==> config.mk <==
export PLATFORM = sky130hd
export DESIGN_NAME = mips_regfile
export DESIGN_NICKNAME = d
export VERILOG_FILES = /design/src/design/mips_pkg.sv /design/src/design/mips_regfile.sv
export VERILOG_INCLUDE_DIRS = /design/src /design/src/design
export SDC_FILE = /design/constraint.sdc
export NUM_CORES = 1
export LEC_CHECK = 0
export BUFFER_PORTS_ARGS = -buffer_cell sky130_fd_sc_hd__buf_2
export CAP_MARGIN = 15
export CORE_MARGIN = 2
export CORE_UTILIZATION = 35
export CTS_BUF_LIST = sky130_fd_sc_hd__clkbuf_8
export DETAILED_ROUTE_END_ITERATION = 8
export HOLD_SLACK_MARGIN = 0.12
export SYNTH_ARGS = -nofsm -noshare
export SYNTH_HDL_FRONTEND = slang
export SYNTH_SLANG_ARGS = --single-unit
==> constraint.sdc <==
create_clock -name clk -period 3.4 [get_ports clk]
set_input_delay 0.51 -clock clk [delete_from_list [all_inputs] [get_ports clk]]
set_output_delay 0.51 -clock clk [all_outputs]
set_load 0.02 [all_outputs]
==> src/design/mips_defines.svh <==
`ifndef MIPS_DEFINES_SVH
`define MIPS_DEFINES_SVH

// data path and byte address width
`define MIPS_XLEN 32

// register index width, 32 architectural registers
`define MIPS_REG_AW 5

// immediate field of I-type instructions
`define MIPS_IMM_W 16

// pc advance per instruction, in bytes
`define MIPS_PC_STEP 4

// data memory geometry
`define MIPS_DMEM_WORDS 128
`define MIPS_DMEM_AW 7 // word index, byte address bits 8:2

`endif

==> src/design/mips_pkg.sv <==
`default_nettype none

`include "mips_defines.svh"

package mips_pkg;

	// primary opcode, instr[31:26]
	typedef enum logic [5:0] {
		OP_RTYPE = 6'd0,
		OP_ADDI  = 6'd8,
		OP_LW    = 6'd35,
		OP_SW    = 6'd43
	} opcode_e;

	// R-type function field, instr[5:0]
	typedef enum logic [5:0] {
		FN_ADD = 6'd32,
		FN_SUB = 6'd34,
		FN_AND = 6'd36,
		FN_OR  = 6'd37,
		FN_XOR = 6'd38,
		FN_NOR = 6'd39,
		FN_SLT = 6'd42
	} funct_e;

	typedef enum logic [3:0] {
		ALU_ADD,
		ALU_SUB,
		ALU_AND,
		ALU_OR,
		ALU_XOR,
		ALU_NOR,
		ALU_SLT
	} alu_op_e;

	// where an execute operand comes from
	typedef enum logic [1:0] {
		FWD_REG, // value read in decode
		FWD_MEM, // alu result sitting in ex_mem
		FWD_WB   // final writeback data
	} fwd_sel_e;

	typedef struct packed {
		alu_op_e                 alu_op;
		logic                    use_imm;   // b operand is the immediate
		logic                    mem_read;
		logic                    mem_write;
		logic                    reg_write;
		logic [`MIPS_REG_AW-1:0] dest;
		logic [`MIPS_REG_AW-1:0] rs;
		logic [`MIPS_REG_AW-1:0] rt;
		logic [`MIPS_XLEN-1:0]   rs_data;
		logic [`MIPS_XLEN-1:0]   rt_data;
		logic [`MIPS_XLEN-1:0]   imm;       // already sign extended
	} id_ex_t;

	typedef struct packed {
		logic                    mem_read;
		logic                    mem_write;
		logic                    reg_write;
		logic [`MIPS_REG_AW-1:0] dest;
		logic [`MIPS_XLEN-1:0]   result;     // alu out, also the memory address
		logic [`MIPS_XLEN-1:0]   store_data;
	} ex_mem_t;

	typedef struct packed {
		logic                    reg_write;
		logic                    mem_to_reg;
		logic [`MIPS_REG_AW-1:0] dest;
		logic [`MIPS_XLEN-1:0]   result;
		logic [`MIPS_XLEN-1:0]   load_data;
	} mem_wb_t;

	typedef struct packed {
		logic                    valid;
		logic [`MIPS_REG_AW-1:0] idx;
		logic [`MIPS_XLEN-1:0]   data;
	} wb_t;

	typedef struct packed {
		logic                     valid;
		logic [`MIPS_DMEM_AW-1:0] idx;
		logic [`MIPS_XLEN-1:0]    data;
	} store_t;

endpackage

`default_nettype wire

==> src/design/mips_regfile.sv <==
`default_nettype none

`include "mips_defines.svh"

module mips_regfile (
	input  wire                     clk,
	input  wire [`MIPS_REG_AW-1:0]  rs_idx,
	input  wire [`MIPS_REG_AW-1:0]  rt_idx,
	input  mips_pkg::wb_t           wr,      // valid never set for r0
	output logic [`MIPS_XLEN-1:0]   rs_data,
	output logic [`MIPS_XLEN-1:0]   rt_data
);

	// r0 has no storage
	logic [`MIPS_XLEN-1:0] regs [1:31] = '{default: '0};

	// one read port, with bypass of the write in flight
	function automatic logic [`MIPS_XLEN-1:0] read_port(input logic [`MIPS_REG_AW-1:0] idx);
		if (idx == '0)
			return '0; // hard-wired zero
		else if (wr.valid && (wr.idx == idx))
			return wr.data; // same-cycle write wins
		else
			return regs[idx];
	endfunction

	always_comb begin
		rs_data = read_port(rs_idx);
		rt_data = read_port(rt_idx);
	end

	always_ff @(posedge clk) begin
		if (wr.valid)
			regs[wr.idx] <= wr.data;
	end

endmodule

`default_nettype wire

After elaboration in Yosys (flattened, before gate mapping)
Memories as Yosys holds them, arrays and structs flattened.
Index checks and enable logic that the tools add are counted.
{"block": "word_totals", "reg_bits": 0, "mem_bits_rw": 992, "mem_count": 1}
{"block": "op_classes", "n_eq_ne": 2, "reduce_logical": 4, "n_mux": 6}
{"memory": "regs", "words": 31, "word_bits": 32, "rd": 2, "rd_clocked_by_memory_dff": 0, "write_ports": 1, "line_no": "mips_regfile.sv:15", "rtl": "logic [`MIPS_XLEN-1:0] regs [1:31] = '{default: '0};"}
{"op": "2-to-1 mux 32 bit", "count": 4}
{"op": "equality test 5 bit", "count": 2}
{"op": "logical NOT 5 bit", "count": 2}
{"op": "logical AND 1 bit", "count": 2}
{"op": "2-to-1 mux 1 bit", "count": 2}

Longest topological paths before layout
{"block": "depth", "depth_word": 4, "depth_mapped": 10}

Least setup slack after synthesis
No wires, ideal clock.
{"block": "synth_path", "path_kind": "input -> register", "from": "input port wr[37] in the netlist's numbering", "to": "memory regs[28][0] in the netlist's numbering, enable pin", "cell_stages": 4, "path_buffers": 2, "arrival_time_ns": 2.694, "path_slack_ns": 0.285, "t_required_ns": 2.979, "path_cell_list": "clkbuf_1 -> or3b_2 -> clkbuf_1 -> nor2_1"}
{"block": "synth_between", "elab_chain_len": 2}
{"element": "from (decl)", "line_no": "mips_regfile.sv:9", "rtl": "input mips_pkg::wb_t wr,"}
{"element": "2-to-1 mux 1 bit", "line_no": "mips_regfile.sv:33", "rtl": "if (wr.valid)"}
{"element": "2-to-1 mux 1 bit (implied by the code)", "line_no": "mips_regfile.sv:34", "rtl": "regs[wr.idx] <= wr.data;"}
{"element": "to (decl)", "line_no": "mips_regfile.sv:15"}
No other way between the ends.

Worst setup path in the final report
{"block": "layout_path", "from": "input port rs_idx[2]", "to": "output port rs_data[9]"}
{"block": "layout_between", "elab_chain_len": 4}
{"element": "from (decl)", "line_no": "mips_regfile.sv:7", "rtl": "input wire [`MIPS_REG_AW-1:0] rs_idx,"}
{"element": "branches (longest 3 deep; another with memory (31 x 32 bit))"}
{"element": "2-to-1 mux 32 bit (*)", "line_no": "mips_regfile.sv:19", "rtl": "if (idx == '0)"}
{"element": "to (decl)", "line_no": "mips_regfile.sv:10", "rtl": "output logic [`MIPS_XLEN-1:0] rs_data,"}
Every way passes the cells marked *.

==> results.cfg <==
[run_status]
status = complete, no violations

[sta]
setup_viol = 0
holdWs_ns = 0.197
max_clock_freq_mhz = 298
slew_violations = 0
min_period_ns = 3.35
rsz0062_at_grt = no
min_period_over_period = 0.986
hold_viol = 0
worst_pin_slew_ns = 0.811
slew_headroom = 0.458

[final_layout]
largest_register_ffs = 992
nNetsFinal = 3119
regMostFlops = regs
drive_gt1_frac = 0.312
reg_top3 = regs (992)
area_growth_pct = 17.0

[route]
viasPerCell = 6.27
drcViolationCount = 0
via_count = 31100
drt-initial-drc-count = 4162
drtAntennaViolNets = 0
routed_wl_um = 165000
wl_per_cell_um = 33.3
drt-pass1-iter-count = 6

[yosys]
ys.flop_type = edfxtp_1
netlist_area_um2 = 47200
yosysMostFrequentCell = edfxtp_1
synth_edf_count = 992
synth-warning-count = 0
yosysUniqueCellTypes = 52
synth-seq-cells = 992
synth_area_leader_cell = edfxtp_1
async_flop_share = 0
netlist_instances = 2760
avgSynthCellArea_um2 = 17.1
syn_nets = 2809
synth_seq_area_share = 0.632
netlist.area_leader.share = 0.632
synth_area_leaders = edfxtp_1 (63%), mux4_2 (14%), mux2i_1 (6.0%)
synth_common_cells = edfxtp_1 (992), mux4_2 (303), mux2i_1 (281), nand2_1 (150), clkbuf_1 (98)

[floorplan]
die_y_um = 371
io_pins = 113
start_util = 0.353
rows = 134
fp.dieArea_um2 = 138000
die_w_um = 371
core_um2 = 134000

[cts]
cts_sinks = 992
post_cts_buffers = 0
cts_tree = yes
clk_pin_slew_ns = 0.06
cts_made_buffers = 161
htreeDepth = 4
cts_root_buf = clkbuf_8
clockBufferDepth = 3

[place]
numPortBuffers = 112
hpwl_um = 99500
finalWeightedCongestion = 0.833

[global_route]
grt_pass1_wl_um = 231000
grt.overflow.total = 0
first_global_vias = 31200
grt_usage = 0.238
grt_max_degree = 59
antenna_found_initial = 11

[pwr]
ir_drop_v = 0.000394
power.total_uw = 26200
powerDensity_nw_per_um2 = 475
p_leak_uw = 0.0183

[run]
drv_cap = 0

[critical_path]
cp_data_required_time_ns = 2.89
cp_max_fo = 21
crit_path_start_kind = input port
critical_path_class = in2out
end_kind = primary output
crit_arrival_ns = 2.84

[hold_path]
hp-class = in2reg
power breakdown:
| part | total, uW | switching (uW) | internal (uW) | leakage (uW) |
|---|---|---|---|---|
| Sequential | 13700 | 60.9 | 13600 | 0.00894 |
| Clock | 9470 | 4890 | 4580 | 0.00163 |
| Combinational | 3050 | 1850 | 1190 | 0.00770 |
final timing paths:
| kind | start | endpoint | slack [ns] | cells past startpoint |
|---|---|---|---|---|
| worst max-delay path | rs_idx[2] | rs_data[9] | 0.05 | 8 |
| worst min-delay path | wr[2] | regs[3][2]$_DFFE_PP_ | 0.20 | 1 |
routing by layer:
layer  wire length, um  track usage  vias up
li1                  -            -    12300
met1             66400        0.327    16300
met2             75500        0.366     2055
met3             17300       0.0539      397
met4              6040       0.0944        0
met5                 0            0        -
repair_timing:
item                                    4_1_cts  5_1_grt
hold buffers                                 23        0
hold endpoints to repair                    397        0
resized for setup                            16        6
endpoints found under the setup margin       12        7
pin swaps                                     4        1
placed cells by master (no fill, tap or decap), types with 21 or more instances in the layout:
master         count
buf_2            102
clkbuf_8         167
o2111ai_1         36
a22oi_1           35
mux2i_1          281
dlygate4sd3_1     23
a21oi_1           59
nor3_1            21
nor2_4            34
a32o_1            24
o22ai_1           74
mux2_2            71
inv_1             55
edfxtp_1         992
clkinv_1          43
mux4_2           303
nor2_1            37
nand2_1          150
a22o_1            22
buf_4            170
nor2b_1           30
o21ai_0           30
a2111o_1          31
a211oi_1          62
buf_12            87
stage by stage:
stage / utilization / setup WS (ns) / cells / cell area, um2 / setup TNS [ns]
5_1_grt: 0.413 / 0.00129 / 4962 / 55100 / 0
2_1_floorplan: - / 0.285 / 2760 / 47200 / 0
4_1_cts: 0.412 / 0.00105 / 4961 / 55100 / 0
3_5_place_dp: 0.389 / -0.146 / 4652 / 52000 / -0.146
3_3_place_gp: 0.389 / -0.141 / 4652 / 52000 / -0.141
6_report: 0.413 / 0.0480 / 4965 / 55100 / 0
final cells by class:
cell class              instances  area (um2)
clock inverters               120         518
inverters                       3        11.3
diodes                          4        10.0
repair buffers                388        3840
flip-flops and latches        992       29800
fillers                     12000       78500
multi-input cells            1524       16500
well taps                    1768        2210
clock buffers                 166        2280
logic make-up (layout without fill, tap and decap cells):
group           count (synthesis)  count (layout)  share of synthesized area
simple gates                  325             325                     0.0309
mux                           666             666                      0.224
buf+inv                       244             677                     0.0271
xor+xnor                       10              10                    0.00186
flops                         992             992                      0.632
other cells                     0               4                          0
compound gates                523             523                     0.0845
worst max-delay path, cell delays in order:
cell and delay, ns:
buf_4 0.35, buf_12 0.22, xnor2_1 0.12, nand4_1 0.22, nor3_2 0.24, buf_4 0.43, a22o_1 0.46, buf_2 0.24
Note: power is estimated with default switching activity, not from simulation.
