[src/design/mips_defines.svh]
`ifndef MIPS_DEFINES_SVH
`define MIPS_DEFINES_SVH

// data path and byte address width
`define MIPS_XLEN 32

// register index width, 32 architectural registers
`define MIPS_REG_AW 5

// immediate field of I-type instructions
`define MIPS_IMM_W 16

// pc advance per instruction, in bytes
`define MIPS_PC_STEP 4

// data memory geometry
`define MIPS_DMEM_WORDS 128
`define MIPS_DMEM_AW 7 // word index, byte address bits 8:2

`endif

[src/design/mips_pkg.sv]
`default_nettype none

`include "mips_defines.svh"

package mips_pkg;

	// primary opcode, instr[31:26]
	typedef enum logic [5:0] {
		OP_RTYPE = 6'd0,
		OP_ADDI  = 6'd8,
		OP_LW    = 6'd35,
		OP_SW    = 6'd43
	} opcode_e;

	// R-type function field, instr[5:0]
	typedef enum logic [5:0] {
		FN_ADD = 6'd32,
		FN_SUB = 6'd34,
		FN_AND = 6'd36,
		FN_OR  = 6'd37,
		FN_XOR = 6'd38,
		FN_NOR = 6'd39,
		FN_SLT = 6'd42
	} funct_e;

	typedef enum logic [3:0] {
		ALU_ADD,
		ALU_SUB,
		ALU_AND,
		ALU_OR,
		ALU_XOR,
		ALU_NOR,
		ALU_SLT
	} alu_op_e;

	// where an execute operand comes from
	typedef enum logic [1:0] {
		FWD_REG, // value read in decode
		FWD_MEM, // alu result sitting in ex_mem
		FWD_WB   // final writeback data
	} fwd_sel_e;

	typedef struct packed {
		alu_op_e                 alu_op;
		logic                    use_imm;   // b operand is the immediate
		logic                    mem_read;
		logic                    mem_write;
		logic                    reg_write;
		logic [`MIPS_REG_AW-1:0] dest;
		logic [`MIPS_REG_AW-1:0] rs;
		logic [`MIPS_REG_AW-1:0] rt;
		logic [`MIPS_XLEN-1:0]   rs_data;
		logic [`MIPS_XLEN-1:0]   rt_data;
		logic [`MIPS_XLEN-1:0]   imm;       // already sign extended
	} id_ex_t;

	typedef struct packed {
		logic                    mem_read;
		logic                    mem_write;
		logic                    reg_write;
		logic [`MIPS_REG_AW-1:0] dest;
		logic [`MIPS_XLEN-1:0]   result;     // alu out, also the memory address
		logic [`MIPS_XLEN-1:0]   store_data;
	} ex_mem_t;

	typedef struct packed {
		logic                    reg_write;
		logic                    mem_to_reg;
		logic [`MIPS_REG_AW-1:0] dest;
		logic [`MIPS_XLEN-1:0]   result;
		logic [`MIPS_XLEN-1:0]   load_data;
	} mem_wb_t;

	typedef struct packed {
		logic                    valid;
		logic [`MIPS_REG_AW-1:0] idx;
		logic [`MIPS_XLEN-1:0]   data;
	} wb_t;

	typedef struct packed {
		logic                     valid;
		logic [`MIPS_DMEM_AW-1:0] idx;
		logic [`MIPS_XLEN-1:0]    data;
	} store_t;

endpackage

`default_nettype wire

[src/design/mips_decode.sv]
`default_nettype none

`include "mips_defines.svh"

module mips_decode (
	input  wire [`MIPS_XLEN-1:0] instr,
	output mips_pkg::id_ex_t     ctrl     // rs_data/rt_data filled by the core
);

	mips_pkg::opcode_e opcode;
	mips_pkg::funct_e  funct;

	assign opcode = mips_pkg::opcode_e'(instr[31:26]);
	assign funct  = mips_pkg::funct_e'(instr[5:0]);

	always_comb begin
		ctrl = '0; // unknown opcode falls out as a bubble

		// fields common to every format
		ctrl.rs  = instr[25:21];
		ctrl.rt  = instr[20:16];
		ctrl.imm = {{(`MIPS_XLEN-`MIPS_IMM_W){instr[`MIPS_IMM_W-1]}},
			instr[`MIPS_IMM_W-1:0]};
		ctrl.dest = instr[20:16]; // I-type writes rt

		case (opcode)
			mips_pkg::OP_RTYPE: begin
				ctrl.reg_write = 1'b1;
				ctrl.dest      = instr[15:11]; // rd
				case (funct)
					mips_pkg::FN_ADD: ctrl.alu_op = mips_pkg::ALU_ADD;
					mips_pkg::FN_SUB: ctrl.alu_op = mips_pkg::ALU_SUB;
					mips_pkg::FN_AND: ctrl.alu_op = mips_pkg::ALU_AND;
					mips_pkg::FN_OR:  ctrl.alu_op = mips_pkg::ALU_OR;
					mips_pkg::FN_XOR: ctrl.alu_op = mips_pkg::ALU_XOR;
					mips_pkg::FN_NOR: ctrl.alu_op = mips_pkg::ALU_NOR;
					mips_pkg::FN_SLT: ctrl.alu_op = mips_pkg::ALU_SLT;
					default:          ctrl.alu_op = mips_pkg::ALU_AND; // odd funct codes
				endcase
			end
			mips_pkg::OP_ADDI: begin
				ctrl.alu_op    = mips_pkg::ALU_ADD;
				ctrl.use_imm   = 1'b1;
				ctrl.reg_write = 1'b1;
			end
			mips_pkg::OP_LW: begin
				ctrl.alu_op    = mips_pkg::ALU_ADD; // base + offset
				ctrl.use_imm   = 1'b1;
				ctrl.mem_read  = 1'b1;
				ctrl.reg_write = 1'b1;
			end
			mips_pkg::OP_SW: begin
				ctrl.alu_op    = mips_pkg::ALU_ADD;
				ctrl.use_imm   = 1'b1;
				ctrl.mem_write = 1'b1; // rt carries the store data
			end
			default: ;
		endcase
	end

endmodule

`default_nettype wire

[config.mk]
export PLATFORM = sky130hd
export DESIGN_NAME = mips_decode
export DESIGN_NICKNAME = d
export VERILOG_FILES = /design/src/design/mips_pkg.sv /design/src/design/mips_decode.sv
export VERILOG_INCLUDE_DIRS = /design/src /design/src/design
export SDC_FILE = /design/constraint.sdc
export NUM_CORES = 1
export LEC_CHECK = 0
export CAP_MARGIN = 20
export CORE_AREA = 2 2 58 60
export DETAILED_ROUTE_END_ITERATION = 8
export DIE_AREA = 0 0 60 62
export DONT_BUFFER_PORTS = 1
export PLACE_DENSITY = 0.52
export SYNTH_ARGS = -nofsm -noshare
export SYNTH_HDL_FRONTEND = slang
export SYNTH_SLANG_ARGS = --single-unit
export TNS_END_PERCENT = 5
[constraint.sdc]
create_clock -name vclk -period 0.9
set_clock_uncertainty 0.1 [all_clocks]
set_input_delay 0.045 -clock vclk [all_inputs]
set_output_delay 0.045 -clock vclk [all_outputs]
set_load 0.1 [all_outputs]
### Yosys cells after proc, flatten, opt, wreduce, memory -nomap -nowiden

Cells that the tools add are included.

| word-level totals | value |
|---|---|
| register bits after elaboration | 0 |
| word-level logic and storage cells | 19 |

| cells by class | value |
|---|---|
| equality and inequality tests | 9 |
| multiplexer cells | 7 |
| reductions and logical operators | 3 |

Operators by type and width:

| kind | number |
|---|---|
| equality test 6 bit (second input constant) | 8 |
| case mux 3 bit (6 select lines) | 1 |
| equality test 6 x 4 -> 1 bit (second input constant) | 1 |
| logical NOT 6 bit | 1 |
| OR reduction 3 bit | 2 |
| 2-to-1 mux 5 bit | 1 |
| 2-to-1 mux 1 bit | 4 |
| 2-to-1 mux 4 bit | 1 |

### Longest topological paths before layout

| depth | value |
|---|---|
| depth in word-level cells | 3 |
| gate-level depth with buffers | 3 |
| depth with buffers taken out | 3 |

### Worst setup path before layout

No wires, ideal clock.

| timing | value |
|---|---|
| kind | input-to-output |
| start | input port instr[28] |
| end | output port ctrl[113] (netlist bit) |
| setup slack | -2.249 ns |
| cell stages on the path | 1 |
| arrival time | 3.004 ns |
| data required time | 0.755 ns |
| path buffers | 0 |
| cells stage by stage | nor4_1 |

| on the way | value |
|---|---|
| longest elaborated chain between the ends | 2 |

RTL lines:

| what | line | RTL |
|---|---|---|
| start, declared | mips_decode.sv:6 | `` input wire [`MIPS_XLEN-1:0] instr, `` |
| equality test 6 bit | mips_decode.sv:26 | `case (opcode)` |
| 2-to-1 mux 1 bit | mips_decode.sv:26 |  |
| end, declared | mips_decode.sv:7 | `output mips_pkg::id_ex_t ctrl` |

Every way passes these cells.

==> flow_summary.yaml <==
finish:
  drive_gt1_share_pct: 26.4
  design_area_um2: 812
  post-route-util_pct: 25.5
  final_cells: 152
  diodes: 0
  seq_area_um2: 0
  areaGrowthSynthToFinish_pct: -22.1
  nNetsFinal: 140
  design.seq.count: 0
  num-clock-buffers: 0
drt:
  first_pass_iters: 2
  ant_nets: 0
  wl_per_cell_um: 8.88
  routed_wl_mm: 1.35
  route.detailed.drc: 0
  vias: 480
  dr.first_iter.drc_count: 4
  via_per_inst: 3.16
pwr:
  power.total_mw: 1.45
  sw_frac_of_total_pct: 94.8
  peakVddDrop_mv: 0.867
  p_leak_nw: 0.452
  combPwrFrac_pct: 100.0
  clockPowerShare_pct: 0
  p_sw_mw: 1.37
  p_int_uw: 74.8
  p_per_area_mw_per_mm2: 1780
  seq_power_share_pct: 0
yosys:
  yosys_warnings: 0
  synth_area_leaders: "buf_4, mux2_4, nand3b_4"
  synth.yosys.seq_area_share_pct: 0
  synthDistinctLibCells: 19
  synth_top_area_cell: "buf_4"
  yosysMostFrequentCell: "buf_4"
  synth_top_area_share_pct: 77.1
  netlist_area_mm2: 0.00104
  synth_commonest_cells: "buf_4, mux2_4, nor2_1"
  synth_cells: 134
  avgSynthCellArea_um2: 7.78
floorplan:
  dieArea_mm2: 0.00372
  die_h_um: 62
  coreArea_mm2: 0.00318
  die_w_um: 60
  placementRows: 21
  ios: 151
  start_util_pct: 32.8
placed_design:
  port_buffers: 0
  placed_cell_area_um2: 751
  gp_congestion: 0.585
  dp.cells: 147
  hpwl_mm: 1.17
grt:
  grt_pass1_vias: 314
  grt_overflow: 0
  grt_pass1_wl_mm: 1.46
  grt_max_degree: 19
  antenna_found_initial: 0
  grtUsageTotal_pct: 4.95
run:
  drv_cap: 0
sta:
  hold_viol_final: 25
  drv_slew: 0
  rsz0062_at_grt: "true"
  fin_crit_sh_pct: 132
  hold_ws_ps: -9.96
  setup_ws_ps: -285
  fin_crit_ps: 1180
  fmax_mhz: 844
  setup-violations-final: 10
status:
  outcome: "finished, violations left"
  violations: "negative hold slack, negative setup slack"
worst_setup_path:
  endpoint_kind: "primary output"
  worstPathRequired_ps: 750
  arrival_ps: 1040
  path_max_fanout: 6
  worstSetupPathType: "primary input to primary output"
  start_kind: "primary input"
hold_path:
  min_path_type: "primary input to primary output"
-- per-layer routing --
metal | vias to the layer above | GRT usage, % | share of wire [%] | routed length (um)
met2 | 74 | 10.1 | 54 | 729
met4 | 0 | 0.635 | 0.74 | 10
met3 | 4 | 1.86 | 18 | 249
met1 | 205 | 4.81 | 27 | 360
li1 | 197 | - | - | -
met5 | - | 0 | 0 | 0
-- placed cells by master (no fill, tap or decap) --
cell type and n:
conb_1 65, buf_12 8, buf_4 6, mux2_4 5, nor2_1 4, nor3_4 2
nand2_1 2, nand3b_4 1, nand2b_1 1, a21o_1 1, a21oi_4 1, a2111oi_4 1
nand3_1 1, nor4_4 1, and3_2 1, and3_1 1, a21oi_1 1, mux2i_1 1
nor4b_4 1, o21a_1 1, buf_6 1
-- repair_timing --
| action | in CTS | in global routing |
|---|---|---|
| gates resized for setup | 2 | 0 |
| setup buffers | 3 | 1 |
| pin swaps | 4 | 4 |
| hold endpoints to repair | 25 | 27 |
| endpoints found under the setup margin | 9 | 10 |
-- worst max-delay path: stages --
cell and delay [ps]:
nor3_4 220, nand3b_4 160, buf_4 180, mux2_4 430
-- through the flow --
stage               setup WS [ps]  TNS (ps)
finish                       -285     -2200
global route                 -315     -2600
CTS                          -312     -2230
detailed placement           -309     -1990
global placement             -296     -1920
floorplan                    -895     -5110
-- area by class of cell --
class	instances	area, um2
multi-input cells	91	538
repair buffers	15	216
fillers	349	2370
well taps	46	57.6
-- final timing paths --
path	startpoint	to	depth (start not counted)
max	instr[27]	ctrl[108]	4
min	instr[0]	ctrl[0]	0
-- power groups by stage --
| stage | Clock (mW) | Sequential (mW) | Combinational [mW] |
|---|---|---|---|
| 4_1_cts | 0 | 0 | 1.40 |
| 5_1_grt | 0 | 0 | 1.48 |
| 6_report | 0 | 0 | 1.45 |
| 2_1_floorplan | 0 | 0 | 2.46 |
| 3_3_place_gp | 0 | 0 | 1.39 |
| 3_5_place_dp | 0 | 0 | 1.39 |
-- logic make-up (layout without fill, tap and decap cells) --
| family | after synthesis | after routing | synth area share (%) |
|---|---|---|---|
| buffers and inverters | 107 | 15 | 77.1 |
| and+or+nand+nor | 15 | 15 | 10.6 |
| muxes | 6 | 6 | 8.16 |
| AOI/OAI and AO/OA | 5 | 5 | 3.84 |
| other | 1 | 65 | 0.360 |
No activity file was read; power rests on OpenSTA's default activity.
