**config.mk**
```make
export PLATFORM = sky130hd
export DESIGN_NAME = mips_alu
export DESIGN_NICKNAME = d
export VERILOG_FILES = /design/src/design/mips_pkg.sv /design/src/design/mips_alu.sv
export VERILOG_INCLUDE_DIRS = /design/src /design/src/design
export SDC_FILE = /design/constraint.sdc
export NUM_CORES = 1
export LEC_CHECK = 0
export CORE_ASPECT_RATIO = 1.4
export CORE_MARGIN = 1.5
export CORE_UTILIZATION = 45
export DETAILED_ROUTE_END_ITERATION = 7
export DONT_BUFFER_PORTS = 1
export GPL_TIMING_DRIVEN = 0
export PLACE_DENSITY_LB_ADDON = 0.15
export SLEW_MARGIN = 20
export SYNTH_ARGS = -nofsm -noshare
export SYNTH_HDL_FRONTEND = slang
export SYNTH_SLANG_ARGS = --single-unit
export TNS_END_PERCENT = 20
```
**constraint.sdc**
```tcl
create_clock -name vclk -period 5.5
set_input_delay 0.275 -clock vclk [all_inputs]
set_output_delay 0.275 -clock vclk [all_outputs]
set_load 0.1 [all_outputs]
```
**src/design/mips_defines.svh**
```systemverilog
`ifndef MIPS_DEFINES_SVH
`define MIPS_DEFINES_SVH

// data path and byte address width
`define MIPS_XLEN 32

// register index width, 32 architectural registers
`define MIPS_REG_AW 5

// immediate field of I-type instructions
`define MIPS_IMM_W 16

// pc advance per instruction, in bytes
`define MIPS_PC_STEP 4

// data memory geometry
`define MIPS_DMEM_WORDS 128
`define MIPS_DMEM_AW 7 // word index, byte address bits 8:2

`endif

```
**src/design/mips_pkg.sv**
```systemverilog
`default_nettype none

`include "mips_defines.svh"

package mips_pkg;

	// primary opcode, instr[31:26]
	typedef enum logic [5:0] {
		OP_RTYPE = 6'd0,
		OP_ADDI  = 6'd8,
		OP_LW    = 6'd35,
		OP_SW    = 6'd43
	} opcode_e;

	// R-type function field, instr[5:0]
	typedef enum logic [5:0] {
		FN_ADD = 6'd32,
		FN_SUB = 6'd34,
		FN_AND = 6'd36,
		FN_OR  = 6'd37,
		FN_XOR = 6'd38,
		FN_NOR = 6'd39,
		FN_SLT = 6'd42
	} funct_e;

	typedef enum logic [3:0] {
		ALU_ADD,
		ALU_SUB,
		ALU_AND,
		ALU_OR,
		ALU_XOR,
		ALU_NOR,
		ALU_SLT
	} alu_op_e;

	// where an execute operand comes from
	typedef enum logic [1:0] {
		FWD_REG, // value read in decode
		FWD_MEM, // alu result sitting in ex_mem
		FWD_WB   // final writeback data
	} fwd_sel_e;

	typedef struct packed {
		alu_op_e                 alu_op;
		logic                    use_imm;   // b operand is the immediate
		logic                    mem_read;
		logic                    mem_write;
		logic                    reg_write;
		logic [`MIPS_REG_AW-1:0] dest;
		logic [`MIPS_REG_AW-1:0] rs;
		logic [`MIPS_REG_AW-1:0] rt;
		logic [`MIPS_XLEN-1:0]   rs_data;
		logic [`MIPS_XLEN-1:0]   rt_data;
		logic [`MIPS_XLEN-1:0]   imm;       // already sign extended
	} id_ex_t;

	typedef struct packed {
		logic                    mem_read;
		logic                    mem_write;
		logic                    reg_write;
		logic [`MIPS_REG_AW-1:0] dest;
		logic [`MIPS_XLEN-1:0]   result;     // alu out, also the memory address
		logic [`MIPS_XLEN-1:0]   store_data;
	} ex_mem_t;

	typedef struct packed {
		logic                    reg_write;
		logic                    mem_to_reg;
		logic [`MIPS_REG_AW-1:0] dest;
		logic [`MIPS_XLEN-1:0]   result;
		logic [`MIPS_XLEN-1:0]   load_data;
	} mem_wb_t;

	typedef struct packed {
		logic                    valid;
		logic [`MIPS_REG_AW-1:0] idx;
		logic [`MIPS_XLEN-1:0]   data;
	} wb_t;

	typedef struct packed {
		logic                     valid;
		logic [`MIPS_DMEM_AW-1:0] idx;
		logic [`MIPS_XLEN-1:0]    data;
	} store_t;

endpackage

`default_nettype wire

```
**src/design/mips_alu.sv**
```systemverilog
`default_nettype none

`include "mips_defines.svh"

module mips_alu (
	input  mips_pkg::alu_op_e      op,
	input  wire [`MIPS_XLEN-1:0]   a,
	input  wire [`MIPS_XLEN-1:0]   b,
	output logic [`MIPS_XLEN-1:0]  result
);

	localparam int MSB = `MIPS_XLEN-1;

	logic [`MIPS_XLEN-1:0] sum;
	logic [`MIPS_XLEN-1:0] diff;
	logic                  sub_ovf;
	logic                  less;

	assign sum  = a + b;
	assign diff = a - b;

	// subtract overflows when the signs differ and the result
	// takes the sign of b
	assign sub_ovf = (a[MSB] != b[MSB]) && (diff[MSB] != a[MSB]);

	// true sign of a-b, flipped back when it overflowed
	assign less = diff[MSB] ^ sub_ovf;

	always_comb begin
		case (op)
			mips_pkg::ALU_ADD: result = sum;
			mips_pkg::ALU_SUB: result = diff;
			mips_pkg::ALU_AND: result = a & b;
			mips_pkg::ALU_OR:  result = a | b;
			mips_pkg::ALU_XOR: result = a ^ b;
			mips_pkg::ALU_NOR: result = ~(a | b);
			mips_pkg::ALU_SLT: result = {{MSB{1'b0}}, less};
			default:           result = '0;
		endcase
	end

endmodule

`default_nettype wire

```
Word-level counts from Yosys, hierarchy flattened
Index checks and enable logic that the tools add are counted.
Storage, ports and cells
  word-level logic and storage cells: 18
  register bits after elaboration: 0
Cells by class
  mux-type cells: 1
  bitwise gates (word level): 5
  reduce and logical (&&, ||, !) cells: 2
  equality and inequality tests: 8
  $add $sub $neg: 2
Operator list (count)
  $pmux W32 S7: 1
  $add A32 B32 Y32: 1
  $and A32 B32 Y32: 1
  $not A32 Y32: 1
  $or A32 B32 Y32: 1
  $sub A32 B32 Y32: 1
  $xor A32 B32 Y32: 1
  $eq A4 B3 Y1 const B: 3
  $eq A4 B2 Y1 const B: 2
  $eq A4 B1 Y1 const B: 1
  $logic_not A4 Y1: 1
  $ne A1 B1 Y1: 2
  $logic_and A1 B1 Y1: 1
  $xor A1 B1 Y1: 1

Logic depth before layout (Yosys ltp)
  depth after elaboration: 5
  mapped depth: 17
  mapped depth without buffers: 16

Least setup slack after synthesis
OpenSTA, ideal clock, no wires.
  kind: input to output
  from: input port b[7]
  to: output port result[30]
  required time: 5.225 ns
  path slack: -0.355 ns
  arrival: 5.580 ns
  buffers on the path: 1
  stages: 12
  cells stage by stage: inv_1 > ha_1 > clkbuf_1 > o21ai_0 > nand2b_1 > o2111ai_1 > a21oi_1 > o21a_1 > o41ai_1 > o311ai_0 > nand3_1 > o311ai_0
On the way
  cells in the longest elaborated chain, start to end: 2
  elaborated cells between the ends (all ways): 3
Ends and longest elaborated chain
  start: declaration: RTL line mips_alu.sv:8  | input wire [`MIPS_XLEN-1:0] b,
  $sub A32 B32 Y32 / $add A32 B32 Y32 (equally long branches): RTL line mips_alu.sv:20, mips_alu.sv:19
  $pmux W32 S7 (*): RTL line mips_alu.sv:30  | case (op)
  end: declaration: RTL line mips_alu.sv:9  | output logic [`MIPS_XLEN-1:0] result
Every way passes the cells marked *; elsewhere a longest branch is shown, timed or not.

Worst setup path after layout
  from: input port b[10]
  to: output port result[31]
The elaborated chain is that of the path after synthesis.

==> impl_metrics.csv <==
group,metric,value,unit
finish,nClkBuffers,0,
job,drv_cap,0,
sta,min_period,4.86,ns
setup_path,slowest_stage,"o311ai_1",
synthesis,ys_warn_count,0,
synthesis,syn_inst,747,
sta,slew_headroom,21.2,%
floorplanning,initial_core_util,45.8,%
synthesis,syn_area_per_cell,6.60,µm²
setup_path,crit_path_max_incr_delay,0.52,ns
sta,maxSlewViolCount,0,
routing,drt-total-wl,19000,µm
finish,final_cell_area,5330,µm²
sta,setup_tns,0,ns
synthesis,synth.distinct_cells,71,
setup_path,critical_path.top_delay_family,"compound AO/OA/AOI/OAI gates",
setup_path,critPathBufInv,3,
grt,grt_overflow,0,
placed_design,gp_congestion,0.966,
finish,regArea,0,µm²
finish,drive_gt1_share,7.74,%
synthesis,synth_common_cells,"ha_1 (101), a21oi_1 (87), inv_1 (86), nor2_1 (85), o21ai_0 (57)",
clocking,cts_resized,0,
synthesis,seq_area_frac_synth,0,%
synthesis,syn_area,4930,µm²
floorplanning,die_w,91.4,µm
power_and_ir_drop,pwr_density_cell,138,nW/µm²
synthesis,synth.top_cell.area_share,25.6,%
placed_design,dpl.cell_count,890,
power_and_ir_drop,leakage,2.43,nW
clocking,cts_setup_buffers,0,
synthesis,synthAdderAreaFrac,26.9,%
routing,drc,0,
synthesis,muxShareOfSynthArea,1.70,%
power_and_ir_drop,vdd_drop_max,0.0722,mV
setup_path,critPathMaxFanout,10,
synthesis,synth_top_family_by_area,"compound AO/OA/AOI/OAI gates",
routing,wl_per_cell,21.4,µm
floorplanning,row_count,45,
synthesis,synth_area_leaders,"ha_1 (26%), a21oi_1 (8.8%), inv_1 (6.6%)",
finish,final_util,49.6,%
routing,first_pass_iters,5,
finish,nFlopsAndLatches,0,
sta,worstMarginPinSlew,1.22,ns
sta,finalHoldViolations,0,
setup_path,cp-end-kind,"output pin",
placed_design,portBuffers,0,
sta,setup_viol,0,
synthesis,syn_nets,919,
setup_path,critPathKind,"input port to output pin",
synthesis,synth-xor-area-share,1.96,%
setup_path,cp_cell_sequence,"inv_1, ha_1, buf_2, inv_1, a21oi_1, a21oi_1, o311ai_1, a311oi_2, o31a_1, o22ai_2, o41ai_1, a21oi_1, fa_1, a2111oi_0, a211oi_1, o21ai_2",
status,outcome,"finished, final reports clean",
sta,finalCritPeriodShare,88.3,%
setup_path,crit_top_cell,"a21oi_1",
floorplanning,die-area,11600,µm²
grt,first_global_vias,5743,
finish,fillCellCount,1151,
placed_design,placed_area,5320,µm²
setup_path,crit_path_start_kind,"input port",
finish,areaGrowthSynthToFinish,8.15,%
grt,grt_pass1_wl,29500,µm
floorplanning,die_h,127,µm
finish,stdcell_count,890,
placed_design,dp_hpwl,15100,µm
setup_path,cp.arrival,4.58,ns
synthesis,synth-simple-area-share,19.4,%
routing,drtIter0Drc,405,
routing,vias_per_cell,6.45,
hold_path,hold_path_class,"input port to output pin",
floorplanning,core-area,10800,µm²
grt,grt_usage,31.7,%
synthesis,yosys.area.top_type,"ha_1",
grt,grt_max_degree,11,
setup_path,cp.required,5.22,ns
sta,timing.fmax,0.206,GHz
synthesis,synth_compound_area_share,39.5,%
routing,num_vias,5743,
sta,holdWs,1.10,ns
routing,ant_nets,0,
finish,num-nets-final,923,
finish,antenna_cells,0,
sta,rsz0062_at_grt,"false",
grt,grt_antenna_before_repair,0,
synthesis,yosysMostFrequentCell,"ha_1",
floorplanning,pin_count,100,
clocking,hold_buffers,0,
==> logic make-up (layout without fill, tap and decap cells) <==
logic type,count (synthesis),in the layout
AOI/OAI and AO/OA,286,286
muxes,8,8
and+or+nand+nor,203,203
xor gates and xnor gates,11,11
buffers and inverters,135,137
adders and majority gates,104,104
==> worst paths after layout <==
path | start | to | slack, ns | cells after the start
hold / removal | b[10] | result[10] | 1.10 | 3
setup / recovery | b[10] | result[31] | 0.64 | 16
==> per-layer routing <==
| layer | vias to the layer above | wire length, µm | global-route usage [%] |
|---|---|---|---|
| met2 | 253 | 9740 | 60.1 |
| met5 | - | 0 | 0 |
| met1 | 2716 | 7140 | 34.8 |
| li1 | 2709 | - | - |
| met4 | 0 | 948 | 15.1 |
| met3 | 65 | 1180 | 2.76 |
==> cells in the final DEF, fill, tap and decap left out, drive strengths merged, types with 5 or more instances in the layout <==
master,instances
a2111oi,5
a211oi,9
a21o,7
a21oi,88
a221oi,28
a31oi,10
and3,5
buf,11
clkbuf,38
ha,101
inv,86
mux2i,5
nand2,37
nand2b,10
nand3,15
nand4,7
nor2,85
nor2b,10
nor3,16
o211a,6
o211ai,6
o21ai,59
o21bai,14
o221ai,11
or3,9
xnor2,9
==> stage by stage <==
stage               power (mW)  setup WS, ns
global route             0.781         0.543
detailed placement       0.721         0.765
floorplan                0.566         0.226
global placement         0.680        -0.483
finish                   0.736         0.645
CTS                      0.725         0.759
==> final cells by class <==
class              count  area (µm²)  area share, %
inverters             88         330           6.20
repair buffers         2        42.5          0.798
multi-input cells    612        4590           86.1
plain buffers         47         191           3.59
well taps            141         176           3.31
==> where the power goes <==
group / internal, mW / leakage (nW) / switching [mW] / total (mW)
combinational: 0.191 / 2.43 / 0.545 / 0.736
clock: 0 / 0 / 0 / 0
sequential: 0 / 0 / 0 / 0
total: 0.191 / 2.43 / 0.545 / 0.736
Note: power is estimated with default switching activity, not from simulation.
