`src/design/mips_defines.svh`:
```
`ifndef MIPS_DEFINES_SVH
`define MIPS_DEFINES_SVH

// data path and byte address width
`define MIPS_XLEN 32

// register index width, 32 architectural registers
`define MIPS_REG_AW 5

// immediate field of I-type instructions
`define MIPS_IMM_W 16

// pc advance per instruction, in bytes
`define MIPS_PC_STEP 4

// data memory geometry
`define MIPS_DMEM_WORDS 128
`define MIPS_DMEM_AW 7 // word index, byte address bits 8:2

`endif

```
`src/design/mips_pkg.sv`:
```
`default_nettype none

`include "mips_defines.svh"

package mips_pkg;

	// primary opcode, instr[31:26]
	typedef enum logic [5:0] {
		OP_RTYPE = 6'd0,
		OP_ADDI  = 6'd8,
		OP_LW    = 6'd35,
		OP_SW    = 6'd43
	} opcode_e;

	// R-type function field, instr[5:0]
	typedef enum logic [5:0] {
		FN_ADD = 6'd32,
		FN_SUB = 6'd34,
		FN_AND = 6'd36,
		FN_OR  = 6'd37,
		FN_XOR = 6'd38,
		FN_NOR = 6'd39,
		FN_SLT = 6'd42
	} funct_e;

	typedef enum logic [3:0] {
		ALU_ADD,
		ALU_SUB,
		ALU_AND,
		ALU_OR,
		ALU_XOR,
		ALU_NOR,
		ALU_SLT
	} alu_op_e;

	// where an execute operand comes from
	typedef enum logic [1:0] {
		FWD_REG, // value read in decode
		FWD_MEM, // alu result sitting in ex_mem
		FWD_WB   // final writeback data
	} fwd_sel_e;

	typedef struct packed {
		alu_op_e                 alu_op;
		logic                    use_imm;   // b operand is the immediate
		logic                    mem_read;
		logic                    mem_write;
		logic                    reg_write;
		logic [`MIPS_REG_AW-1:0] dest;
		logic [`MIPS_REG_AW-1:0] rs;
		logic [`MIPS_REG_AW-1:0] rt;
		logic [`MIPS_XLEN-1:0]   rs_data;
		logic [`MIPS_XLEN-1:0]   rt_data;
		logic [`MIPS_XLEN-1:0]   imm;       // already sign extended
	} id_ex_t;

	typedef struct packed {
		logic                    mem_read;
		logic                    mem_write;
		logic                    reg_write;
		logic [`MIPS_REG_AW-1:0] dest;
		logic [`MIPS_XLEN-1:0]   result;     // alu out, also the memory address
		logic [`MIPS_XLEN-1:0]   store_data;
	} ex_mem_t;

	typedef struct packed {
		logic                    reg_write;
		logic                    mem_to_reg;
		logic [`MIPS_REG_AW-1:0] dest;
		logic [`MIPS_XLEN-1:0]   result;
		logic [`MIPS_XLEN-1:0]   load_data;
	} mem_wb_t;

	typedef struct packed {
		logic                    valid;
		logic [`MIPS_REG_AW-1:0] idx;
		logic [`MIPS_XLEN-1:0]   data;
	} wb_t;

	typedef struct packed {
		logic                     valid;
		logic [`MIPS_DMEM_AW-1:0] idx;
		logic [`MIPS_XLEN-1:0]    data;
	} store_t;

endpackage

`default_nettype wire

```
`src/design/mips_hazard.sv`:
```
`default_nettype none

`include "mips_defines.svh"

module mips_hazard (
	input  wire [`MIPS_REG_AW-1:0] id_rs,    // decode stage sources
	input  wire [`MIPS_REG_AW-1:0] id_rt,
	input  mips_pkg::id_ex_t       ex,
	input  mips_pkg::ex_mem_t      mem,
	input  wire [`MIPS_REG_AW-1:0] wb_dest,
	input  wire                    wb_write,
	output mips_pkg::fwd_sel_e     fwd_a,
	output mips_pkg::fwd_sel_e     fwd_b,
	output logic                   stall
);

	// youngest producer wins, r0 is never forwarded
	function automatic mips_pkg::fwd_sel_e pick(input logic [`MIPS_REG_AW-1:0] idx);
		if (idx == '0)
			return mips_pkg::FWD_REG;
		else if (mem.reg_write && (mem.dest == idx))
			return mips_pkg::FWD_MEM;
		else if (wb_write && (wb_dest == idx))
			return mips_pkg::FWD_WB;
		else
			return mips_pkg::FWD_REG;
	endfunction

	always_comb begin
		fwd_a = pick(ex.rs);
		fwd_b = pick(ex.rt); // also covers sw store data
	end

	// load data only exists after the memory stage, so a consumer
	// right behind a lw waits one cycle and then takes it from wb
	always_comb begin
		stall = ex.mem_read && ((ex.dest == id_rs) || (ex.dest == id_rt));
	end

endmodule

`default_nettype wire

```
`config.mk`:
```
export PLATFORM = sky130hd
export DESIGN_NAME = mips_hazard
export DESIGN_NICKNAME = d
export VERILOG_FILES = /design/src/design/mips_pkg.sv /design/src/design/mips_hazard.sv
export VERILOG_INCLUDE_DIRS = /design/src /design/src/design
export SDC_FILE = /design/constraint.sdc
export NUM_CORES = 1
export LEC_CHECK = 0
export BUFFER_PORTS_ARGS = -buffer_cell sky130_fd_sc_hd__clkbuf_2
export CORE_AREA = 8 8 77 79
export DETAILED_ROUTE_END_ITERATION = 8
export DIE_AREA = 0 0 85 87
export PLACE_DENSITY = 0.64
export SYNTH_ARGS = -nofsm -noshare
export SYNTH_HDL_FRONTEND = slang
export SYNTH_SLANG_ARGS = --single-unit
```
`constraint.sdc`:
```
create_clock -name vclk -period 1.6
set_input_delay 0.4 -clock vclk [all_inputs]
set_output_delay 0.4 -clock vclk [all_outputs]
set_load 0.01 [all_outputs]
```
; ---- Word-level counts from Yosys, hierarchy flattened
; Index checks and enable logic that the tools add are counted.
[word_totals]
register_bits = 0
latchBits = 0
mem_bits_rw = 0
rom_bits = 0
input_bits = 207
output_inout_bits = 5
word_cells = 20
mem_count = 0
[classes]
addsub = 0
mul = 0
n_div = 0
n_lt_le_gt_ge = 0
eq_ne = 6
shift = 0
muxes = 6
bitwise_logic = 0
reduce_logical = 8
[op_table]
columns = cell, n
row1 = $eq A5 B5 Y1, 6
row2 = $mux W2, 6
row3 = $logic_not A5 Y1, 2
row4 = $logic_and A1 B1 Y1, 5
row5 = $logic_or A1 B1 Y1, 1

; ---- Depth between registers and ports, before layout
; Gate-level depths: netlist of run 1.
[logic_depth]
ltp_word = 5
ltp_mapped = 4
ltp_nobuf = 4

; ---- Worst setup path after synthesis of run 1
; OpenSTA, ideal clock, no wires.
[synth_timing]
path_type = input port to output port
start = input port ex[102] in the netlist's numbering
end = output port fwd_a[0]
t_arrival_ps = 1102
t_required_ps = 1200
setup_slack_ps = 98
stages = 3
n_path_buf = 0
path_cell_list = or4_4 > nor2_4 > nor2_1
[synth_between]
elab_chain_len = 4
elab_cells_between_ends = 5
cone_classes = 1 x eq/ne / 2 x mux / 2 x reduce/logical
[synth_lines]
columns = element, line_no
row1 = "start, declared", mips_hazard.sv:8  ; input mips_pkg::id_ex_t ex,
row2 = $eq A5 B5 Y1, mips_hazard.sv:21  ; else if (mem.reg_write && (mem.dest == idx))
row3 = $logic_and A1 B1 Y1, mips_hazard.sv:21
row4 = $mux W2, mips_hazard.sv:21
row5 = $mux W2 (*), mips_hazard.sv:19  ; if (idx == '0)
row6 = "end, declared", mips_hazard.sv:12  ; output mips_pkg::fwd_sel_e fwd_a,
; Every way passes the cells marked *; elsewhere a longest branch is shown, timed or not.

; ---- Worst setup path in the final report of run 1
[layout_timing]
start = input port ex[103] in the netlist's numbering
end = output port fwd_a[1]
[layout_between]
elab_chain_len = 5
elab_cells_between_ends = 8
cone_classes = 2 x eq/ne / 3 x mux / 3 x reduce/logical
[layout_lines]
columns = element, line_no
row1 = $eq A5 B5 Y1, mips_hazard.sv:23  ; else if (wb_write && (wb_dest == idx))
row2 = $logic_and A1 B1 Y1, mips_hazard.sv:23
row3 = $mux W2, mips_hazard.sv:23
row4 = $mux W2, mips_hazard.sv:21
row5 = $mux W2 (*), mips_hazard.sv:19
; Marked as above.

==> out/summary.txt, run 1 <==
status = complete, but fails checks
failing checks = setup timing
# Max-Cap Violations = 0
Global Route Usage Sum = 0.04449
Die Y = 87 um
share of cells above drive strength 1 = 0.6471
die area = 7395 um2
Worst VDD drop = 86.94 uV
Port Buffer Count = 43
Hold Slack = 1.107 ns
Hold Path Stages = 3
Synth top cells by count = 20 x xnor2_1, 10 x xor2_1, 4 x nand4_1
kind of critical path = primary input to primary output
drt pass-1 iters = 1
Final Hold Vio Count = 0
leak pwr = 0.4070 nW
most area-consuming cells after synthesis = xnor2_1 42%, xor2_1 21%, nor4b_2 7.3%
crit end category = primary output
first-pass GRT wire length = 2.753 mm
worst-margin pin slew = 0.2806 ns
hold buffers post-CTS = 0
post-synth top area cell = xnor2_1
Syn Area/Cell = 8.258 um2
setup repair bufs after CTS = 0
met3 Use GR = 0.02453
Mapped Cells = 50
met1 Use GR = 0.05427
WL final = 1.753 mm
critical-path cell list = buf_8 -> xor2_1 -> nor4_1 -> nand3_1 -> nor4b_4 -> buf_2
vias in the first global route = 634
RSZ-0062 raised after global routing = yes
Diodes inserted = 0
Ports = 212
initial core utilization = 0.08518
Yosys warning count = 0
die width = 85 um
final slew viol count = 0
# setup viols final = 5
core area = 4847 um2
Final min period = 1.822 ns
Seq/Total Area, Yosys = 0
# rows = 26
DP HPWL = 1.610 mm
DRC violations left = 0
Slowest-stage cell, CP = nor4_1
Seq. cell area = 0 um2
crit path launch type = primary input
Distinct cells, synth = 12
worst slack, placed = -0.2546 ns
met2 GRT Util = 0.07031
drt wl/cell = 11.09 um
f_max = 0.5487 GHz
period utilisation layout = 1.139
num sequential = 0
worst setup margin = -0.2225 ns
number of vias in the routed layout = 554
Routed Antenna Nets = 0
hold worst-path end = stall
Mapped Area = 412.9 um2
crit path DAT = 1.42 ns
Area Overhead vs Synth = 120.3%
worst hold-check path type = primary input to primary output
Slew HR = 0.8112
GR peak layer = met2
Max stage delay on crit path = 0.31 ns
top-count cell post-synth = xnor2_1
initial DRC count = 0
largest net degree at the start of global routing = 4
final layout net count = 311
GP Congestion = 0.7719
Vias/cell = 3.506
worst endpoint required time = 1.20 ns
Mapped Nets = 257
CLK BUF = 0
Crit Path Max Fanout = 3
Hold Startpoint = ex[113]
Synth top area share = 0.4242
power per cell area = 236.4 nW/um2
initial antenna violation count = 0
remaining global-route overflow = 0
-- worst max-delay path: cells and delay by family --
family	cells	cell delay, ns
and+or+nand+nor	3	0.63
buffers and inverters	2	0.24
xor gates and xnor gates	1	0.15
-- layout make-up --
class                           instances  area (um2)
Timing Repair Buffer                   52       349.1
Tap cell                               56       70.07
Fill cell                             535        3938
Multi-Input combinational cell         50       490.5
-- through the flow --
stage	area (um2)	TNS [ns]	instances	utilization	total power, mW
2_1_floorplan	412.9	0	50	-	0.07642
3_3_place_gp	765.7	-0.9897	158	0.1580	0.1734
3_5_place_dp	765.7	-0.9305	158	0.1580	0.1777
4_1_cts	812.0	-0.8940	158	0.1675	0.1890
5_1_grt	909.6	-1.132	158	0.1877	0.2321
6_report	909.6	-0.7995	158	0.1877	0.2150
-- cells in the final DEF (no fill, tap or decap) --
cell type	instances
buf_2	4
nand3_1	2
nand4_1	4
nor2_4	2
and2_1	1
xnor2_1	16
xor2_2	1
xnor2_4	1
nor4_2	1
buf_4	10
nand2_1	2
nor2_2	2
xor2_1	9
o22ai_1	1
buf_8	3
clkbuf_2	30
or4_4	2
nor4_1	1
buf_6	4
nor4b_4	2
clkbuf_8	1
xnor2_2	3
-- where the power goes --
part / internal, mW / total, mW / switching, mW
registers: 0 / 0 / 0
clock network: 0 / 0 / 0
logic: 0.128 / 0.215 / 0.0866
total: 0.128 / 0.215 / 0.0866
-- logic make-up after synthesis --
| logic type | after synthesis | share of synthesized area |
|---|---|---|
| compound gates | 1 | 0.01516 |
| xor+xnor | 30 | 0.6364 |
| simple gates | 19 | 0.3485 |
-- worst max-delay path by stage --
| stage | from | end | slack (ns) | depth (start not counted) |
|---|---|---|---|---|
| after detailed placement | mem[65] | fwd_b[0] | -0.25 | 6 |
| after floorplan | ex[102] | fwd_a[0] | 0.1 | 3 |
| after CTS | ex[97] | fwd_b[0] | -0.24 | 6 |
| after global placement | ex[99] | fwd_b[0] | -0.28 | 6 |
| final | ex[103] | fwd_a[1] | -0.22 | 6 |
| after global routing | mem[67] | fwd_b[0] | -0.29 | 6 |
-- metal layers --
metal	wire, um	share of wire
met5	0	0
met2	716	0.41
met1	779	0.44
met3	257	0.15
met4	0	0
-- timing repair --
action,CTS,global route
endpoints found under the setup margin,5,5
cloned,0,0
gates resized for setup,7,33
pin swaps,3,13
Power figures use the tool's default switching activity.
==> run 2: changes to the inputs <==
==> constraint.sdc (replaced) <==
create_clock -name vclk -period 1.6
set_input_delay 0.08 -clock vclk [all_inputs]
set_output_delay 0.08 -clock vclk [all_outputs]
set_load 0.01 [all_outputs]
==> out/summary.txt, run 2 (same netlist as run 1, synthesis figures left out) <==
status = completed
RSZ-0062 raised after global routing = no
Seq. cell area = 0 um2 (unchanged)
Crit Path Max Fanout = 2 (-1)
GP Congestion = 0.7795 (+0.98%)
DP HPWL = 1.487 mm (-7.7%)
Final min period = 1.222 ns (-0.6002 ns)
initial core utilization = 0.08518 (unchanged)
vias in the first global route = 586 (-7.6%)
Hold Path Stages = 3 (unchanged)
# rows = 26 (unchanged)
PostCTS Resize Cnt = 0 (-7)
Ports = 212 (unchanged)
CP delay by family, top = simple AND/OR/NAND/NOR gates
final setup TNS = 0 ns (+0.7995 ns)
CLK BUF = 0 (unchanged)
most common cell after layout, fill and taps aside = clkbuf_2
die area = 7395 um2 (unchanged)
worst hold-check path type = primary input to primary output
Reg power frac = 0 (unchanged)
initial DRC count = 3 (+3)
clock share of power = 0 (unchanged)
worst slack, placed = 0.3810 ns (+0.6356 ns)
WL final = 1.546 mm (-12%)
Max stage delay on crit path = 0.31 ns (about the same)
share of cells above drive strength 1 = 0.5269 (-0.1202)
Worst VDD drop = 73.56 uV (-15%)
# Max-Cap Violations = 0 (unchanged)
Final Hold Vio Count = 0 (unchanged)
Diodes inserted = 0 (unchanged)
critical-path cell list = clkbuf_2 -> xor2_1 -> nor4_1 -> nand3_1 -> nor2_1 -> clkbuf_2
remaining global-route overflow = 0 (unchanged)
Routed Antenna Nets = 0 (unchanged)
crit path DAT = 1.14 ns (-0.28 ns)
drt wl/cell = 10.38 um (-6.5%)
critical path's most frequent cell = clkbuf_2
Die Y = 87 um (unchanged)
first-pass GRT wire length = 2.539 mm (-7.8%)
Vias/cell = 3.423 (-2.4%)
final layout net count = 302 (-2.9%)
Slew HR = 0.8107 (about the same)
Worst Setup SP = mem[68]
initial antenna violation count = 0 (unchanged)
Slowest-stage cell, CP = nor4_1
setup repair bufs after CTS = 0 (unchanged)
core area = 4847 um2 (unchanged)
crit end category = primary output
Crit path depth = 6 (unchanged)
CP endpoint = fwd_a[0]
drt pass-1 iters = 4 (+3)
power per cell area = 225.9 nW/um2 (-4.4%)
DRC violations left = 0 (unchanged)
kind of critical path = primary input to primary output
most frequent cells in the layout = 43 x clkbuf_2, 20 x xnor2_1, 10 x xor2_1, 4 x nand4_1
leak pwr = 0.3011 nW (-26%)
Internal Power = 0.08620 mW (-33%)
Port Buffer Count = 43 (unchanged)
f_max = 0.8182 GHz (+49%)
Bufs and invs on worst path = 2 (unchanged)
combinational share of power = 1.000 (about the same)
final slew viol count = 0 (unchanged)
crit path launch type = primary input
worst-margin pin slew = 0.2813 ns (+0.0007150 ns)
number of vias in the routed layout = 510 (-7.9%)
die width = 85 um (unchanged)
worst endpoint required time = 1.52 ns (+0.32 ns)
Global Route Usage Sum = 0.04035 (-0.004142)
num sequential = 0 (unchanged)
Hold Slack = 0.4637 ns (-0.6431 ns)
Fillers = 548 (+2.4%)
period utilisation layout = 0.7639 (-0.3751)
Area Overhead vs Synth = 69.09%
largest net degree at the start of global routing = 4 (unchanged)
Sw Pwr = 0.07149 mW (-17%)
worst setup margin = 0.3778 ns (+0.6002 ns)
Switching Fraction = 0.4534 (+0.05038)
# setup viols final = 0 (-5)
hold buffers post-CTS = 0 (unchanged)
-- run 2: cell count changes in the layout (fill, tap and decap cells not counted), moves of 2 or more --
cell / before / now
buf_2: 4 / 0
buf_4: 10 / 0
buf_6: 4 / 0
buf_8: 3 / 0
clkbuf_2: 30 / 43
nor2_1: 0 / 2
nor2_2: 2 / 0
nor4b_2: 0 / 2
nor4b_4: 2 / 0
xnor2_1: 16 / 20
xnor2_2: 3 / 0
-- run 2: metal layers --
| metal | track usage | vias to the layer above | part of all wire |
|---|---|---|---|
| met3 | 0.02075 | 0 | 0.17 |
| li1 | - | 261 | - |
| met4 | 0 | 0 | 0 |
| met2 | 0.05966 | 45 | 0.34 |
| met5 | 0 | - | 0 |
| met1 | 0.05317 | 204 | 0.49 |
-- run 2: tightest hold or removal path, stage by stage --
cell	delay, ns
clkbuf_2	0.07
and2_1	0.10
clkbuf_2	0.13
-- run 2: how the worst min path moves through the flow --
stage                     startpoint       end  slack (ns)
final                        ex[113]     stall        0.46
after global routing         ex[113]     stall        0.48
after CTS                    ex[113]     stall        0.47
after detailed placement     ex[113]     stall        0.47
after global placement       ex[113]     stall        0.47
after floorplan             wb_write  fwd_a[1]        0.27
-- run 2: area by class of cell --
cell class	instances	area (um2)	share of cell area
multi-input cells	50	412.9	0.5914
repair buffers	43	215.2	0.3082
well taps	56	70.07	0.1004
-- run 2: power groups by stage --
stage	clock network (mW)	registers (mW)	logic, mW
after global placement	0	0	0.157
after detailed placement	0	0	0.159
final	0	0	0.158
after CTS	0	0	0.160
after floorplan	0	0	0.0764
after global routing	0	0	0.173
-- run 2: metrics by stage --
step                      instance area [um2]  instances  power [mW]    util
final                                   698.2        149      0.1577  0.1440
after global routing                    698.2        149      0.1734  0.1440
after CTS                               698.2        149      0.1600  0.1440
after detailed placement                698.2        149      0.1590  0.1440
after global placement                  698.2        149      0.1568  0.1440
after floorplan                         412.9         50     0.07642       -
==> run 3: changes to the inputs <==
--- a/config.mk
+++ b/config.mk
@@ -6,11 +6,12 @@
 export SDC_FILE = /design/constraint.sdc
 export NUM_CORES = 1
 export LEC_CHECK = 0
+export ABC_AREA = 1
 export BUFFER_PORTS_ARGS = -buffer_cell sky130_fd_sc_hd__clkbuf_2
-export CORE_AREA = 8 8 77 79
+export CORE_AREA = 8 8 76 78
 export DETAILED_ROUTE_END_ITERATION = 8
-export DIE_AREA = 0 0 85 87
-export PLACE_DENSITY = 0.64
+export DIE_AREA = 0 0 84 86
+export PLACE_DENSITY = 0.71
 export SYNTH_ARGS = -nofsm -noshare
 export SYNTH_HDL_FRONTEND = slang
 export SYNTH_SLANG_ARGS = --single-unit
==> constraint.sdc (replaced) <==
create_clock -name vclk -period 1.1
set_input_delay 0.055 -clock vclk [all_inputs]
set_output_delay 0.055 -clock vclk [all_outputs]
set_load 0.01 [all_outputs]
==> out/summary.txt, run 3 <==
num sequential = 0 (unchanged)
DRC violations left = 0 (unchanged)
Port Buffer Count = 43 (unchanged)
Seq/Total Area, Yosys = 0 (unchanged)
Area Overhead vs Synth = 50.33%
status = completed
hold buffers post-CTS = 0 (unchanged)
largest net degree at the start of global routing = 5 (+1)
kind of critical path = primary input to primary output
Distinct cells, synth = 14 (+2)
Syn Area/Cell = 4.605 um2 (-44%)
# setup viols final = 0 (unchanged)
most area-consuming cells after synthesis = nand2_1 32%, inv_1 14%, nor2_1 9.4%
CLK BUF = 0 (unchanged)
Synth top cells by count = 48 x nand2_1, 21 x inv_1, 14 x nor2_1
Slew HR = 0.8224 (+0.01163)
core area = 4598 um2 (-5.1%)
setup repair bufs after CTS = 0 (unchanged)
share of cells above drive strength 1 = 0.3394 (-0.1875)
Final min period = 0.8978 ns
dpl cells = 219 (+47%)
Fillers = 518 (-5.5%)
most frequent cells in the layout = 48 x nand2_1, 43 x clkbuf_2, 21 x inv_1, 14 x nor2_1, 9 x inv_2
drt wl/cell = 9.854 um (-5.0%)
worst hold-check path type = primary input to primary output
Ports = 212 (unchanged)
number of vias in the routed layout = 812 (+59%)
Global Route Usage Sum = 0.05697 (+0.01663)
worst-margin pin slew = 0.2653 ns (-0.01602 ns)
Slowest-stage cell, CP = o211ai_1
WL final = 2.158 mm (+40%)
GP Congestion = 0.8912 (+14%)
crit path DAT = 0.84 ns (-0.30 ns)
non-filler instance count after layout = 219 (+47%)
remaining global-route overflow = 0 (unchanged)
Synth top area share = 0.3207 (-0.1035)
period utilisation layout = 0.8162
die area = 7224 um2 (-2.3%)
final slew viol count = 0 (unchanged)
Vias/cell = 3.708 (+8.3%)
final layout net count = 374 (+24%)
crit path launch type = primary input
critical-path cell list = clkbuf_2 -> inv_1 -> o211ai_1 -> nor2_1 -> nor2_1 -> clkbuf_2
RSZ-0062 raised after global routing = no
# rows = 25 (-3.8%)
DP HPWL = 2.064 mm (+39%)
top-count cell post-synth = nand2_1
Diodes inserted = 0 (unchanged)
Routed Antenna Nets = 0 (unchanged)
first-pass GRT wire length = 3.436 mm (+35%)
multi-input logic area = 449.2 um2 (+8.8%)
Die Y = 86 um (-1.1%)
Crit Path Max Fanout = 3 (+1)
PostCTS Resize Cnt = 0 (unchanged)
post-synth top area cell = nand2_1
Seq. cell area = 0 um2 (unchanged)
crit end category = primary output
power per cell area = 315.5 nW/um2 (+40%)
Mapped Cells = 122 (+140%)
Bufs and invs on worst path = 3 (+1)
final setup TNS = 0 ns (unchanged)
worst endpoint required time = 1.04 ns (-0.48 ns)
Max stage delay on crit path = 0.25 ns (-0.06 ns)
die width = 84 um (-1.2%)
initial core utilization = 0.1222 (+0.03699)
# Max-Cap Violations = 0 (unchanged)
Yosys warning count = 0 (unchanged)
most common cell after layout, fill and taps aside = nand2_1
Mapped Area = 561.8 um2 (+36%)
initial antenna violation count = 0 (unchanged)
drt pass-1 iters = 4 (unchanged)
f_max = 1.114 GHz
initial DRC count = 44 (+41)
Final Hold Vio Count = 0 (unchanged)
Mapped Nets = 329 (+28%)
vias in the first global route = 813 (+39%)
CP delay by family, top = buffers and inverters
Worst VDD drop = 90.03 uV (+22%)
leak pwr = 0.5325 nW (+77%)
run 3: changes by cell type after synthesis, moves of 3 or more:
| cell | before | now |
|---|---|---|
| inv_1 | 0 | 21 |
| o21ai_1 | 0 | 3 |
| xnor2_1 | 20 | 6 |
| nand2_1 | 2 | 48 |
| xor2_1 | 10 | 2 |
| nand3_1 | 2 | 6 |
| nor2_1 | 2 | 14 |
| inv_2 | 0 | 9 |
| nor3_2 | 0 | 4 |
| o211ai_1 | 0 | 3 |
run 3: path summary, 6_finish.rpt:
| check | startpoint | end | slack (ns) | cells past startpoint |
|---|---|---|---|---|
| worst max-delay path | mem[65] | fwd_a[1] | 0.20 | 6 |
| worst min-delay path | ex[113] | stall | 0.37 | 4 |
run 3: power by group:
group	leakage (nW)	internal [mW]	total, mW	switching (mW)
combinational	0.532	0.120	0.266	0.146
clock	0	0	0	0
sequential	0	0	0	0
total	0.532	0.120	0.266	0.146
run 3: layer usage:
| layer | routed length [um] | GRT usage | up-vias |
|---|---|---|---|
| met1 | 1181 | 0.08641 | 314 |
| met5 | 0 | 0 | - |
| li1 | - | - | 452 |
| met3 | 337 | 0.02938 | 0 |
| met2 | 639 | 0.07018 | 46 |
| met4 | 0 | 0 | 0 |
run 3: stage by stage:
step	hold WS, ns	total power, mW	util	setup WS, ns	instance area [um2]
after floorplan	0.1941	0.1371	-	0.4875	561.8
after global placement	0.3755	0.2616	0.1837	0.1964	844.6
after detailed placement	0.3743	0.2666	0.1837	0.2020	844.6
after CTS	0.3753	0.2674	0.1837	0.1986	844.6
after global routing	0.3835	0.3038	0.1837	0.06354	844.6
final	0.3729	0.2664	0.1837	0.2022	844.6
run 3: layout make-up:
cell class                 count  area share
inverter                      30      0.1333
timing repair buffer          43      0.2548
multi-input combinational     92      0.5319
tap                           54     0.08000
run 3: worst min-delay path, cell delays in order:
cell and delay [ns]:
clkbuf_2 0.08, inv_1 0.04, a21oi_1 0.03, clkbuf_2 0.12
run 3: logic make-up (layout without fill, tap and decap cells):
group / count (synthesis) / in the layout / share of synthesized area
buffers and inverters: 30 / 73 / 0.2004
AND/OR/NAND/NOR: 76 / 76 / 0.5858
XOR/XNOR: 8 / 8 / 0.1247
AO/OA/AOI/OAI: 8 / 8 / 0.08907
